[config.mk]
export PLATFORM = sky130hd
export DESIGN_NAME = rvCore
export DESIGN_NICKNAME = d
export VERILOG_FILES = /design/src/rvCorePkg.sv /design/src/aluUnit.sv /design/src/regFile.sv /design/src/hazardUnit.sv /design/src/fetchDecode.sv /design/src/executeStage.sv /design/src/memWriteback.sv /design/src/rvCore.sv
export SDC_FILE = /design/constraint.sdc
export NUM_CORES = 2
export LEC_CHECK = 0
export BUFFER_PORTS_ARGS = -buffer_cell sky130_fd_sc_hd__buf_2
export CORE_MARGIN = 1.5
export CORE_UTILIZATION = 57
export CTS_CLUSTER_DIAMETER = 50
export DETAILED_ROUTE_END_ITERATION = 16
export HOLD_SLACK_MARGIN = 0.02
export PLACE_DENSITY_LB_ADDON = 0.12
export SLEW_MARGIN = 25
export SYNTH_ARGS = -nofsm -noshare
export SYNTH_HDL_FRONTEND = slang
export SYNTH_HIERARCHICAL = 1
export SYNTH_SLANG_ARGS = --single-unit
[constraint.sdc]
create_clock -name CLK -period 5.6 [get_ports CLK]
set_clock_uncertainty 0.1 [all_clocks]
set_input_delay 0.56 -clock CLK [delete_from_list [all_inputs] [get_ports CLK]]
set_output_delay 0.56 -clock CLK [all_outputs]
set_load 0.01 [all_outputs]
[src/rvCorePkg.sv]
package rvCorePkg;

    localparam int xLen = 32;

    typedef logic [4:0] regIdx_t;

    // Kept major opcodes
    localparam logic [6:0] opR     = 7'h33;
    localparam logic [6:0] opImm   = 7'h13;
    localparam logic [6:0] opLoad  = 7'h03;
    localparam logic [6:0] opStore = 7'h23;

    localparam logic [31:0] nopWord = 32'h0000_0013; // addi x0, x0, 0

    typedef enum logic [3:0] {
        aluAdd, aluSub, aluAnd, aluOr, aluXor,
        aluSll, aluSrl, aluSra, aluSlt, aluSltu
    } aluOp_e;

    // One instruction word seen in R, I and S layout
    typedef union packed {
        struct packed {
            logic [6:0] funct7;
            regIdx_t    rs2;
            regIdx_t    rs1;
            logic [2:0] funct3;
            regIdx_t    rd;
            logic [6:0] opcode;
        } rFmt;
        struct packed {
            logic [11:0] imm12;
            regIdx_t     rs1;
            logic [2:0]  funct3;
            regIdx_t     rd;
            logic [6:0]  opcode;
        } iFmt;
        struct packed {
            logic [6:0] immHi;
            regIdx_t    rs2;
            regIdx_t    rs1;
            logic [2:0] funct3;
            logic [4:0] immLo;
            logic [6:0] opcode;
        } sFmt;
    } instrWord_u;

    typedef enum logic [1:0] {fromRegFile, fromMem, fromWb} fwdSel_e;

    typedef struct packed {
        logic            regWe;     // Set only for a nonzero rd
        regIdx_t         rd;
        logic            isLoad;
        logic            isStore;
        logic [xLen-1:0] aluResult; // Also the byte address of a load or store
        logic [xLen-1:0] storeData;
    } exMemReg_t;

    typedef struct packed {
        logic            regWe;
        regIdx_t         rd;
        logic            isLoad;
        logic [xLen-1:0] aluResult;
        logic [xLen-1:0] loadData;
    } memWbReg_t;

    typedef struct packed {
        logic            we;
        logic [9:0]      addr;  // Byte address
        logic [xLen-1:0] wdata;
    } ramReq_t;

endpackage

[src/aluUnit.sv]
`timescale 1ns/1ps

module aluUnit import rvCorePkg::*; (
    input  logic [xLen-1:0] a,
    input  logic [xLen-1:0] b,
    input  aluOp_e          op,
    output logic [xLen-1:0] y
);

    logic [4:0] shamt;
    logic       ltSigned;
    logic       ltUnsigned;

    assign shamt      = b[4:0];
    assign ltSigned   = $signed(a) < $signed(b);
    assign ltUnsigned = a < b;

    always_comb begin
        case (op)
            aluAdd:  y = a + b;
            aluSub:  y = a - b;
            aluAnd:  y = a & b;
            aluOr:   y = a | b;
            aluXor:  y = a ^ b;
            aluSll:  y = a << shamt;
            aluSrl:  y = a >> shamt;
            aluSra:  y = $signed(a) >>> shamt; // Sign bit fills from the left
            aluSlt:  y = {{(xLen-1){1'b0}}, ltSigned};
            aluSltu: y = {{(xLen-1){1'b0}}, ltUnsigned};
            default: y = '0;
        endcase
    end

endmodule

[src/regFile.sv]
`timescale 1ns/1ps

module regFile import rvCorePkg::*; (
    input  logic            CLK,
    input  regIdx_t         rs1,
    input  regIdx_t         rs2,
    output logic [xLen-1:0] rs1Data,
    output logic [xLen-1:0] rs2Data,
    input  logic            we,
    input  regIdx_t         rd,
    input  logic [xLen-1:0] wdata
);

    logic [xLen-1:0] regs [32];

    // x0 never stored, so its read is forced to zero
    assign rs1Data = (rs1 == '0) ? '0 : regs[rs1];
    assign rs2Data = (rs2 == '0) ? '0 : regs[rs2];

    always_ff @(posedge CLK) begin
        if (we && rd != '0) begin
            regs[rd] <= wdata;
        end
    end

    // Same-cycle read of a register being written returns the old value
    // The writeback forwarding path in execute covers that case

endmodule

[src/hazardUnit.sv]
`timescale 1ns/1ps

module hazardUnit import rvCorePkg::*; (
    input  instrWord_u idInstr,
    input  instrWord_u exInstr,
    input  exMemReg_t  exMem,
    input  memWbReg_t  memWb,
    output logic       stall,
    output fwdSel_e    fwdA,
    output fwdSel_e    fwdB
);

    logic idUsesRs1;
    logic idUsesRs2;
    logic exIsLoad;

    // Memory stage beats writeback since it holds the younger result
    function automatic fwdSel_e pickSrc(regIdx_t rs, exMemReg_t em, memWbReg_t mw);
        if (rs == '0) return fromRegFile;
        if (em.regWe && !em.isLoad && em.rd == rs) return fromMem;
        if (mw.regWe && mw.rd == rs) return fromWb;
        return fromRegFile;
    endfunction

    always_comb begin
        fwdA = pickSrc(exInstr.rFmt.rs1, exMem, memWb);
        fwdB = pickSrc(exInstr.rFmt.rs2, exMem, memWb);
    end

    assign exIsLoad  = exInstr.iFmt.opcode == opLoad;
    assign idUsesRs2 = idInstr.rFmt.opcode == opR || idInstr.rFmt.opcode == opStore;
    assign idUsesRs1 = idUsesRs2 || idInstr.iFmt.opcode == opImm
                       || idInstr.iFmt.opcode == opLoad;

    // Load result only exists after the memory stage
    assign stall = exIsLoad && exInstr.iFmt.rd != '0
                   && ((idUsesRs1 && idInstr.rFmt.rs1 == exInstr.iFmt.rd)
                       || (idUsesRs2 && idInstr.rFmt.rs2 == exInstr.iFmt.rd));

endmodule

[src/fetchDecode.sv]
`timescale 1ns/1ps

module fetchDecode import rvCorePkg::*; #(
    parameter int addrBits = 10
) (
    input  logic                CLK,
    input  logic                rstN,
    input  logic [xLen-1:0]     instr,
    input  logic                stall,
    output logic [addrBits-1:0] instrAddr,
    output instrWord_u          idInstr
);

    logic [addrBits-1:0] pc; // Word address into the ROM

    assign instrAddr = pc;

    // Without branches the PC only advances or holds
    always_ff @(posedge CLK) begin
        if (!rstN) begin
            pc <= '0;
        end else if (!stall) begin
            pc <= pc + 1'b1;
        end
    end

    // Decode register keeps its word while a load-use bubble goes into execute
    always_ff @(posedge CLK) begin
        if (!rstN) begin
            idInstr <= nopWord;
        end else if (!stall) begin
            idInstr <= instr;
        end
    end

    // Stalled fetch must not skip the held instruction
    pcHoldOnStall: assert property (
        @(posedge CLK) disable iff (!rstN)
        stall |=> $stable(instrAddr)
    );

endmodule

[src/executeStage.sv]
`timescale 1ns/1ps

module executeStage import rvCorePkg::*; (
    input  logic            CLK,
    input  logic            rstN,
    input  instrWord_u      idInstr,
    input  logic            stall,
    input  fwdSel_e         fwdA,
    input  fwdSel_e         fwdB,
    input  logic [xLen-1:0] wbData,
    input  logic [xLen-1:0] rs1Data,
    input  logic [xLen-1:0] rs2Data,
    output instrWord_u      exInstr,
    output exMemReg_t       exMem
);

    logic            isR;
    logic            isImm;
    logic            isLoad;
    logic            isStore;
    aluOp_e          aluOp;
    logic [xLen-1:0] immI;
    logic [xLen-1:0] immS;
    logic [xLen-1:0] opA;
    logic [xLen-1:0] opB;
    logic [xLen-1:0] aluY;
    exMemReg_t       exNext;

    function automatic logic [xLen-1:0] pickOperand(fwdSel_e sel, logic [xLen-1:0] rfData,
                                                    logic [xLen-1:0] memData,
                                                    logic [xLen-1:0] wbVal);
        case (sel)
            fromMem: return memData;
            fromWb:  return wbVal;
            default: return rfData;
        endcase
    endfunction

    always_ff @(posedge CLK) begin
        if (!rstN || stall) begin
            exInstr <= nopWord; // Bubble behind a load
        end else begin
            exInstr <= idInstr;
        end
    end

    assign isR     = exInstr.rFmt.opcode == opR;
    assign isImm   = exInstr.iFmt.opcode == opImm;
    assign isLoad  = exInstr.iFmt.opcode == opLoad;
    assign isStore = exInstr.sFmt.opcode == opStore;

    always_comb begin
        aluOp = aluAdd; // Address math for loads and stores
        if (isR || isImm) begin
            case (exInstr.rFmt.funct3)
                3'h0: aluOp = (isR && exInstr.rFmt.funct7[5]) ? aluSub : aluAdd;
                3'h1: aluOp = aluSll;
                3'h2: aluOp = aluSlt;
                3'h3: aluOp = aluSltu;
                3'h4: aluOp = aluXor;
                3'h5: aluOp = exInstr.rFmt.funct7[5] ? aluSra : aluSrl; // srai too
                3'h6: aluOp = aluOr;
                default: aluOp = aluAnd;
            endcase
        end
    end

    assign immI = {{(xLen-12){exInstr.iFmt.imm12[11]}}, exInstr.iFmt.imm12};
    assign immS = {{(xLen-12){exInstr.sFmt.immHi[6]}}, exInstr.sFmt.immHi, exInstr.sFmt.immLo};

    assign opA = pickOperand(fwdA, rs1Data, exMem.aluResult, wbData);
    assign opB = isR ? pickOperand(fwdB, rs2Data, exMem.aluResult, wbData)
                     : (isStore ? immS : immI);

    aluUnit alu (
        .a  (opA),
        .b  (opB),
        .op (aluOp),
        .y  (aluY)
    );

    always_comb begin
        exNext.regWe     = (isR || isImm || isLoad) && exInstr.rFmt.rd != '0;
        exNext.rd        = exInstr.rFmt.rd;
        exNext.isLoad    = isLoad;
        exNext.isStore   = isStore;
        exNext.aluResult = aluY;
        exNext.storeData = pickOperand(fwdB, rs2Data, exMem.aluResult, wbData);
    end

    always_ff @(posedge CLK) begin
        if (!rstN) begin
            exMem <= '0;
        end else begin
            exMem <= exNext;
        end
    end

    // Forwarding from rd zero would corrupt x0 readers downstream
    noWriteToX0: assert property (
        @(posedge CLK) disable iff (!rstN)
        exMem.regWe |-> exMem.rd != '0
    );

endmodule

[src/memWriteback.sv]
`timescale 1ns/1ps

module memWriteback import rvCorePkg::*; #(
    parameter int addrBits = 10
) (
    input  logic            CLK,
    input  logic            rstN,
    input  exMemReg_t       exMem,
    input  logic [xLen-1:0] ramRdata,
    output ramReq_t         ramReq,
    output logic [xLen-1:0] gpio,
    output memWbReg_t       memWb,
    output logic [xLen-1:0] wbData
);

    logic gpioHit;

    // Address 0 decoded on the same truncated bits the RAM sees
    assign gpioHit = exMem.aluResult[addrBits-1:0] == '0;

    always_comb begin
        ramReq.we                  = exMem.isStore && !gpioHit;
        ramReq.addr                = '0;
        ramReq.addr[addrBits-1:0]  = exMem.aluResult[addrBits-1:0];
        ramReq.wdata               = exMem.storeData;
    end

    always_ff @(posedge CLK) begin
        if (!rstN) begin
            gpio <= '0;
        end else if (exMem.isStore && gpioHit) begin
            gpio <= exMem.storeData;
        end
    end

    always_ff @(posedge CLK) begin
        if (!rstN) begin
            memWb <= '0;
        end else begin
            memWb.regWe     <= exMem.regWe;
            memWb.rd        <= exMem.rd;
            memWb.isLoad    <= exMem.isLoad;
            memWb.aluResult <= exMem.aluResult;
            memWb.loadData  <= ramRdata; // RAM answers in the same cycle
        end
    end

    assign wbData = memWb.isLoad ? memWb.loadData : memWb.aluResult;

    // GPIO stores are kept off the RAM
    gpioNotInRam: assert property (
        @(posedge CLK) disable iff (!rstN)
        ramReq.we |-> ramReq.addr != '0
    );

endmodule

[src/rvCore.sv]
`timescale 1ns/1ps

module rvCore import rvCorePkg::*; #(
    parameter int addrBits = 10
) (
    input  logic                CLK,
    input  logic                rstN,
    input  logic [xLen-1:0]     instr,
    output logic [addrBits-1:0] instrAddr,
    output ramReq_t             ramReq,
    input  logic [xLen-1:0]     ramRdata,
    output logic [xLen-1:0]     gpio
);

    instrWord_u      idInstr;
    instrWord_u      exInstr;
    exMemReg_t       exMem;
    memWbReg_t       memWb;
    logic            stall;
    fwdSel_e         fwdA;
    fwdSel_e         fwdB;
    logic [xLen-1:0] rs1Data;
    logic [xLen-1:0] rs2Data;
    logic [xLen-1:0] wbData;

    fetchDecode #(.addrBits(addrBits)) fetch (
        .CLK(CLK), .rstN(rstN), .instr(instr), .stall(stall),
        .instrAddr(instrAddr), .idInstr(idInstr)
    );

    hazardUnit hazard (
        .idInstr(idInstr), .exInstr(exInstr), .exMem(exMem), .memWb(memWb),
        .stall(stall), .fwdA(fwdA), .fwdB(fwdB)
    );

    // Register file is read in execute and written in writeback
    regFile regs (
        .CLK(CLK), .rs1(exInstr.rFmt.rs1), .rs2(exInstr.rFmt.rs2),
        .rs1Data(rs1Data), .rs2Data(rs2Data),
        .we(memWb.regWe), .rd(memWb.rd), .wdata(wbData)
    );

    executeStage execute (
        .CLK(CLK), .rstN(rstN), .idInstr(idInstr), .stall(stall),
        .fwdA(fwdA), .fwdB(fwdB), .wbData(wbData),
        .rs1Data(rs1Data), .rs2Data(rs2Data),
        .exInstr(exInstr), .exMem(exMem)
    );

    memWriteback #(.addrBits(addrBits)) memWb0 (
        .CLK(CLK), .rstN(rstN), .exMem(exMem), .ramRdata(ramRdata),
        .ramReq(ramReq), .gpio(gpio), .memWb(memWb), .wbData(wbData)
    );

endmodule

==> results.py <==
metrics = {
    "layout": {
        "filler_cell_count": 8028,
        "flow.area_growth_from_synthesis_pct": 20.5,
        "layout.cells.most_common": "sky130_fd_sc_hd__edfxtp_1",
        "mostFrequentLayoutCells": "sky130_fd_sc_hd__edfxtp_1, sky130_fd_sc_hd__buf_4, sky130_fd_sc_hd__mux2i_1, sky130_fd_sc_hd__mux4_2, sky130_fd_sc_hd__nand2_1",
        "drive_above_1_share_pct": 31.9,
        "final_nets": 5655,
    },
    "clocking": {
        "number_of_clock_sinks": 1273,
        "tritoncts_clock_tree": "yes",
        "cts.clk_slew.worst_paths_ns": 0.06,
        "cts_buffer_depth": 3,
        "clock_tree.root_cell": "sky130_fd_sc_hd__clkbuf_16",
        "tritoncts.num_buffers": 147,
        "clk-insertion-delay-late_ns": 0.81,
        "cts_htree_levels": 4,
    },
    "detailed_routing": {
        "wl_mm": 238,
        "drt.antenna.violating_nets": 0,
        "route.detailed.vias_per_inst": 6.98,
        "routed-via-count": 49800,
        "detail_route.drc_violations": 0,
        "drtPass1Iterations": 7,
        "routed_wire_length_per_instance_microns": 33.3,
        "drt_iter0_markers": 7021,
    },
    "timing": {
        "clock.fmax_ghz": 0.181,
        "setup_total_negative_slack_ns": 0,
        "final-hold-violation-count": 0,
        "finalCritPeriodShare_pct": 98.7,
        "tightest_slew_ns": 1.03,
        "count_of_final_max_slew_check_failures": 0,
        "grt_setup_unrepaired": "true",
        "slew-limit-headroom_pct": 30.9,
        "setup_viol_count_final": 0,
        "period_needed_ns": 5.53,
    },
    "floorplanning": {
        "design.core.area_sq_um": 116000,
        "die-area_sq_um": 119000,
        "die_w_microns": 345,
        "rows": 125,
        "boundaryPins": 151,
        "start_util_pct": 57.4,
        "die_height_microns": 345,
    },
    "place": {
        "numPortBuffers": 150,
        "gp_congestion": 1.01,
        "dpl.hpwl_mm": 162,
    },
    "logic_synthesis": {
        "register_area_share_after_synthesis_pct": 53.7,
        "most_used_flip_flop_cell_after_synthesis": "sky130_fd_sc_hd__edfxtp_1",
        "yosysWarningCount": 6,
        "synth_area_sq_um": 66500,
        "synthArstFlopShare_pct": 0,
        "postSynthCellCount": 4826,
        "synth.ff_latch_count": 1273,
        "synth_area_per_cell_sq_um": 13.8,
        "yosys.cell_types.count": 90,
        "synth_edf_count": 1024,
    },
    "worst_setup_path": {
        "cp_data_arrival_time_ns": 6.10,
        "critical_path.max_fanout": 14,
        "cp.required_ns": 6.17,
        "setup.worst_path.class": "register to register",
        "worstSetupEndpointType": "register",
        "worst_setup_path_start_kind": "register",
    },
    "power": {
        "powerDensity_nw_per_um2": 300,
        "leakagePower_nw": 27.7,
        "ir_worst_vdd_mv": 0.291,
        "total_power_w": 0.0241,
    },
    "worst_hold_path": {
        "hp-class": "input port to register",
    },
    "grt": {
        "grt_first_pass_wirelength_mm": 335,
        "grt_max_degree": 116,
        "grt_use_total_pct": 39.7,
        "antenna_found_initial": 10,
        "vias_in_the_first_global_route": 47800,
        "grt_overflow": 0,
    },
    "outcome": {
        "run_status": "completed",
    },
    "job": {
        "number_of_max_cap_violations": 0,
    },
}
[layer usage]
metal | vias up | routed length (microns) | GRT usage, % | share of wire [%]
met3 | 724 | 30500 | 10.1 | 13
met1 | 24900 | 87500 | 53.9 | 37
li1 | 20300 | - | - | -
met4 | 10 | 12800 | 19.3 | 5.4
met5 | - | 57 | 0 | 0.024
met2 | 3770 | 107000 | 60.0 | 45
[through the flow]
step | cells | utilization, % | hold WS (ns) | cell area [sq um] | setup WS [ns]
2_1_floorplan | 4857 | - | 0.311 | 66600 | 0.0742
6_report | 7128 | 69.1 | 0.155 | 80100 | 0.0733
5_1_grt | 7127 | 69.1 | 0.183 | 80100 | -0.0686
3_3_place_gp | 6747 | 62.8 | 0.321 | 72800 | -0.488
4_1_cts | 7101 | 68.1 | 0.139 | 79000 | -0.0213
3_5_place_dp | 6763 | 63.2 | 0.330 | 73200 | -0.547
[area by class of cell]
| type | count | area [sq um] | share of cell area (%) |
|---|---|---|---|
| Antenna cell | 1 | 2.50 | 0.00312 |
| Clock buffer | 176 | 3860 | 4.82 |
| Clock inverter | 92 | 1010 | 1.26 |
| Inverter | 105 | 400 | 0.500 |
| Multi-Input combinational cell | 3051 | 29300 | 36.5 |
| Sequential cell | 1273 | 35800 | 44.6 |
| Tap cell | 1524 | 1910 | 2.38 |
| Timing Repair Buffer | 906 | 7920 | 9.89 |
[cells by family (layout without fill, tap and decap cells)]
kind of cell             Yosys count  after routing  share of synthesized area (%)
AO/OA/AOI/OAI                    947            947                           10.1
XOR/XNOR                          59             59                          0.777
adder cells (fa/ha/maj)          105            105                           2.00
buffers and inverters            533           1279                           4.13
flip-flops                      1273           1273                           53.7
multiplexers                     943            943                           22.1
other                              1             33                        0.00564
AND/OR/NAND/NOR                  965            965                           7.13
[synthesized netlist by cell type, drive strengths merged, types with 28 or more instances]
library cell / count / area share, %
inv: 103 / 0.58
ha: 103 / 1.9
mux4: 397 / 14
clkbuf: 194 / 1.1
a21oi: 149 / 1.1
nor2: 233 / 1.3
o221ai: 82 / 1.1
a221oi: 78 / 1.2
a22oi: 108 / 1.2
dfxtp: 249 / 7.5
a311oi: 33 / 0.43
nor2b: 70 / 0.66
nand2: 307 / 1.7
and2: 157 / 1.5
buf: 234 / 2.4
nand4: 41 / 0.41
xnor2: 40 / 0.53
a211oi: 97 / 1.2
nand3: 28 / 0.21
nor3: 33 / 0.25
mux2: 113 / 1.9
mux2i: 433 / 6.5
edfxtp: 1024 / 46
o21ai: 245 / 1.9
[critical path, stage by stage (launching register included)]
cell	delay [ns]
sky130_fd_sc_hd__dfxtp_4	0.39
sky130_fd_sc_hd__buf_4	0.16
sky130_fd_sc_hd__buf_16	0.17
sky130_fd_sc_hd__or4_4	0.44
sky130_fd_sc_hd__nor2_4	0.12
sky130_fd_sc_hd__nor2_1	0.05
sky130_fd_sc_hd__o311a_1	0.16
sky130_fd_sc_hd__ha_4	0.37
sky130_fd_sc_hd__nand2b_4	0.15
sky130_fd_sc_hd__o221ai_1	0.12
sky130_fd_sc_hd__mux2_2	0.33
sky130_fd_sc_hd__buf_4	0.18
sky130_fd_sc_hd__buf_4	0.18
sky130_fd_sc_hd__ha_2	0.20
sky130_fd_sc_hd__buf_4	0.14
sky130_fd_sc_hd__a211oi_4	0.16
sky130_fd_sc_hd__o21bai_1	0.12
sky130_fd_sc_hd__a211oi_1	0.22
sky130_fd_sc_hd__buf_4	0.17
sky130_fd_sc_hd__o31ai_2	0.07
sky130_fd_sc_hd__buf_4	0.16
sky130_fd_sc_hd__buf_4	0.15
sky130_fd_sc_hd__a211oi_2	0.23
sky130_fd_sc_hd__a21oi_2	0.08
sky130_fd_sc_hd__xnor2_2	0.17
sky130_fd_sc_hd__a221o_1	0.41
sky130_fd_sc_hd__and2_1	0.20
[repair_timing]
action | 4_1_cts | 5_1_grt
resized for setup | 40 | 184
cloned | 2 | 4
hold buffers | 64 | 0
setup endpoints to repair | 20 | 24
pin swaps | 4 | 55
endpoints found under the hold margin | 64 | 0
setup buffers | 4 | 20
[path summary, 6_finish.rpt]
path	slack (ns)	startpoint	depth (start not counted)	end
hold reg to reg	0.35	memWb0/gpio[4]	2	memWb0/gpio[4]
setup reg to reg	0.07	execute/exInstr[20]	26	execute/exMem[47]
setup / recovery	0.07	execute/exInstr[20]	26	execute/exMem[47]
hold / removal	0.15	rstN	2	fetch/idInstr[4]
[registers in the layout (all words and copies together), names as in the netlist]
register and cells:
execute/exInstr 32, execute/exMem 72, fetch/idInstr 32, fetch/instrAddr 10, memWb0/gpio 32, memWb0/memWb 71, regs/regs 1024
[power by group]
| group | switching (W) | internal (W) |
|---|---|---|
| logic | 0.00223 | 0.00161 |
| registers | 0.000142 | 0.0104 |
| clock network | 0.00410 | 0.00556 |
| total | 0.00647 | 0.0176 |
Power figures use the tool's default switching activity.
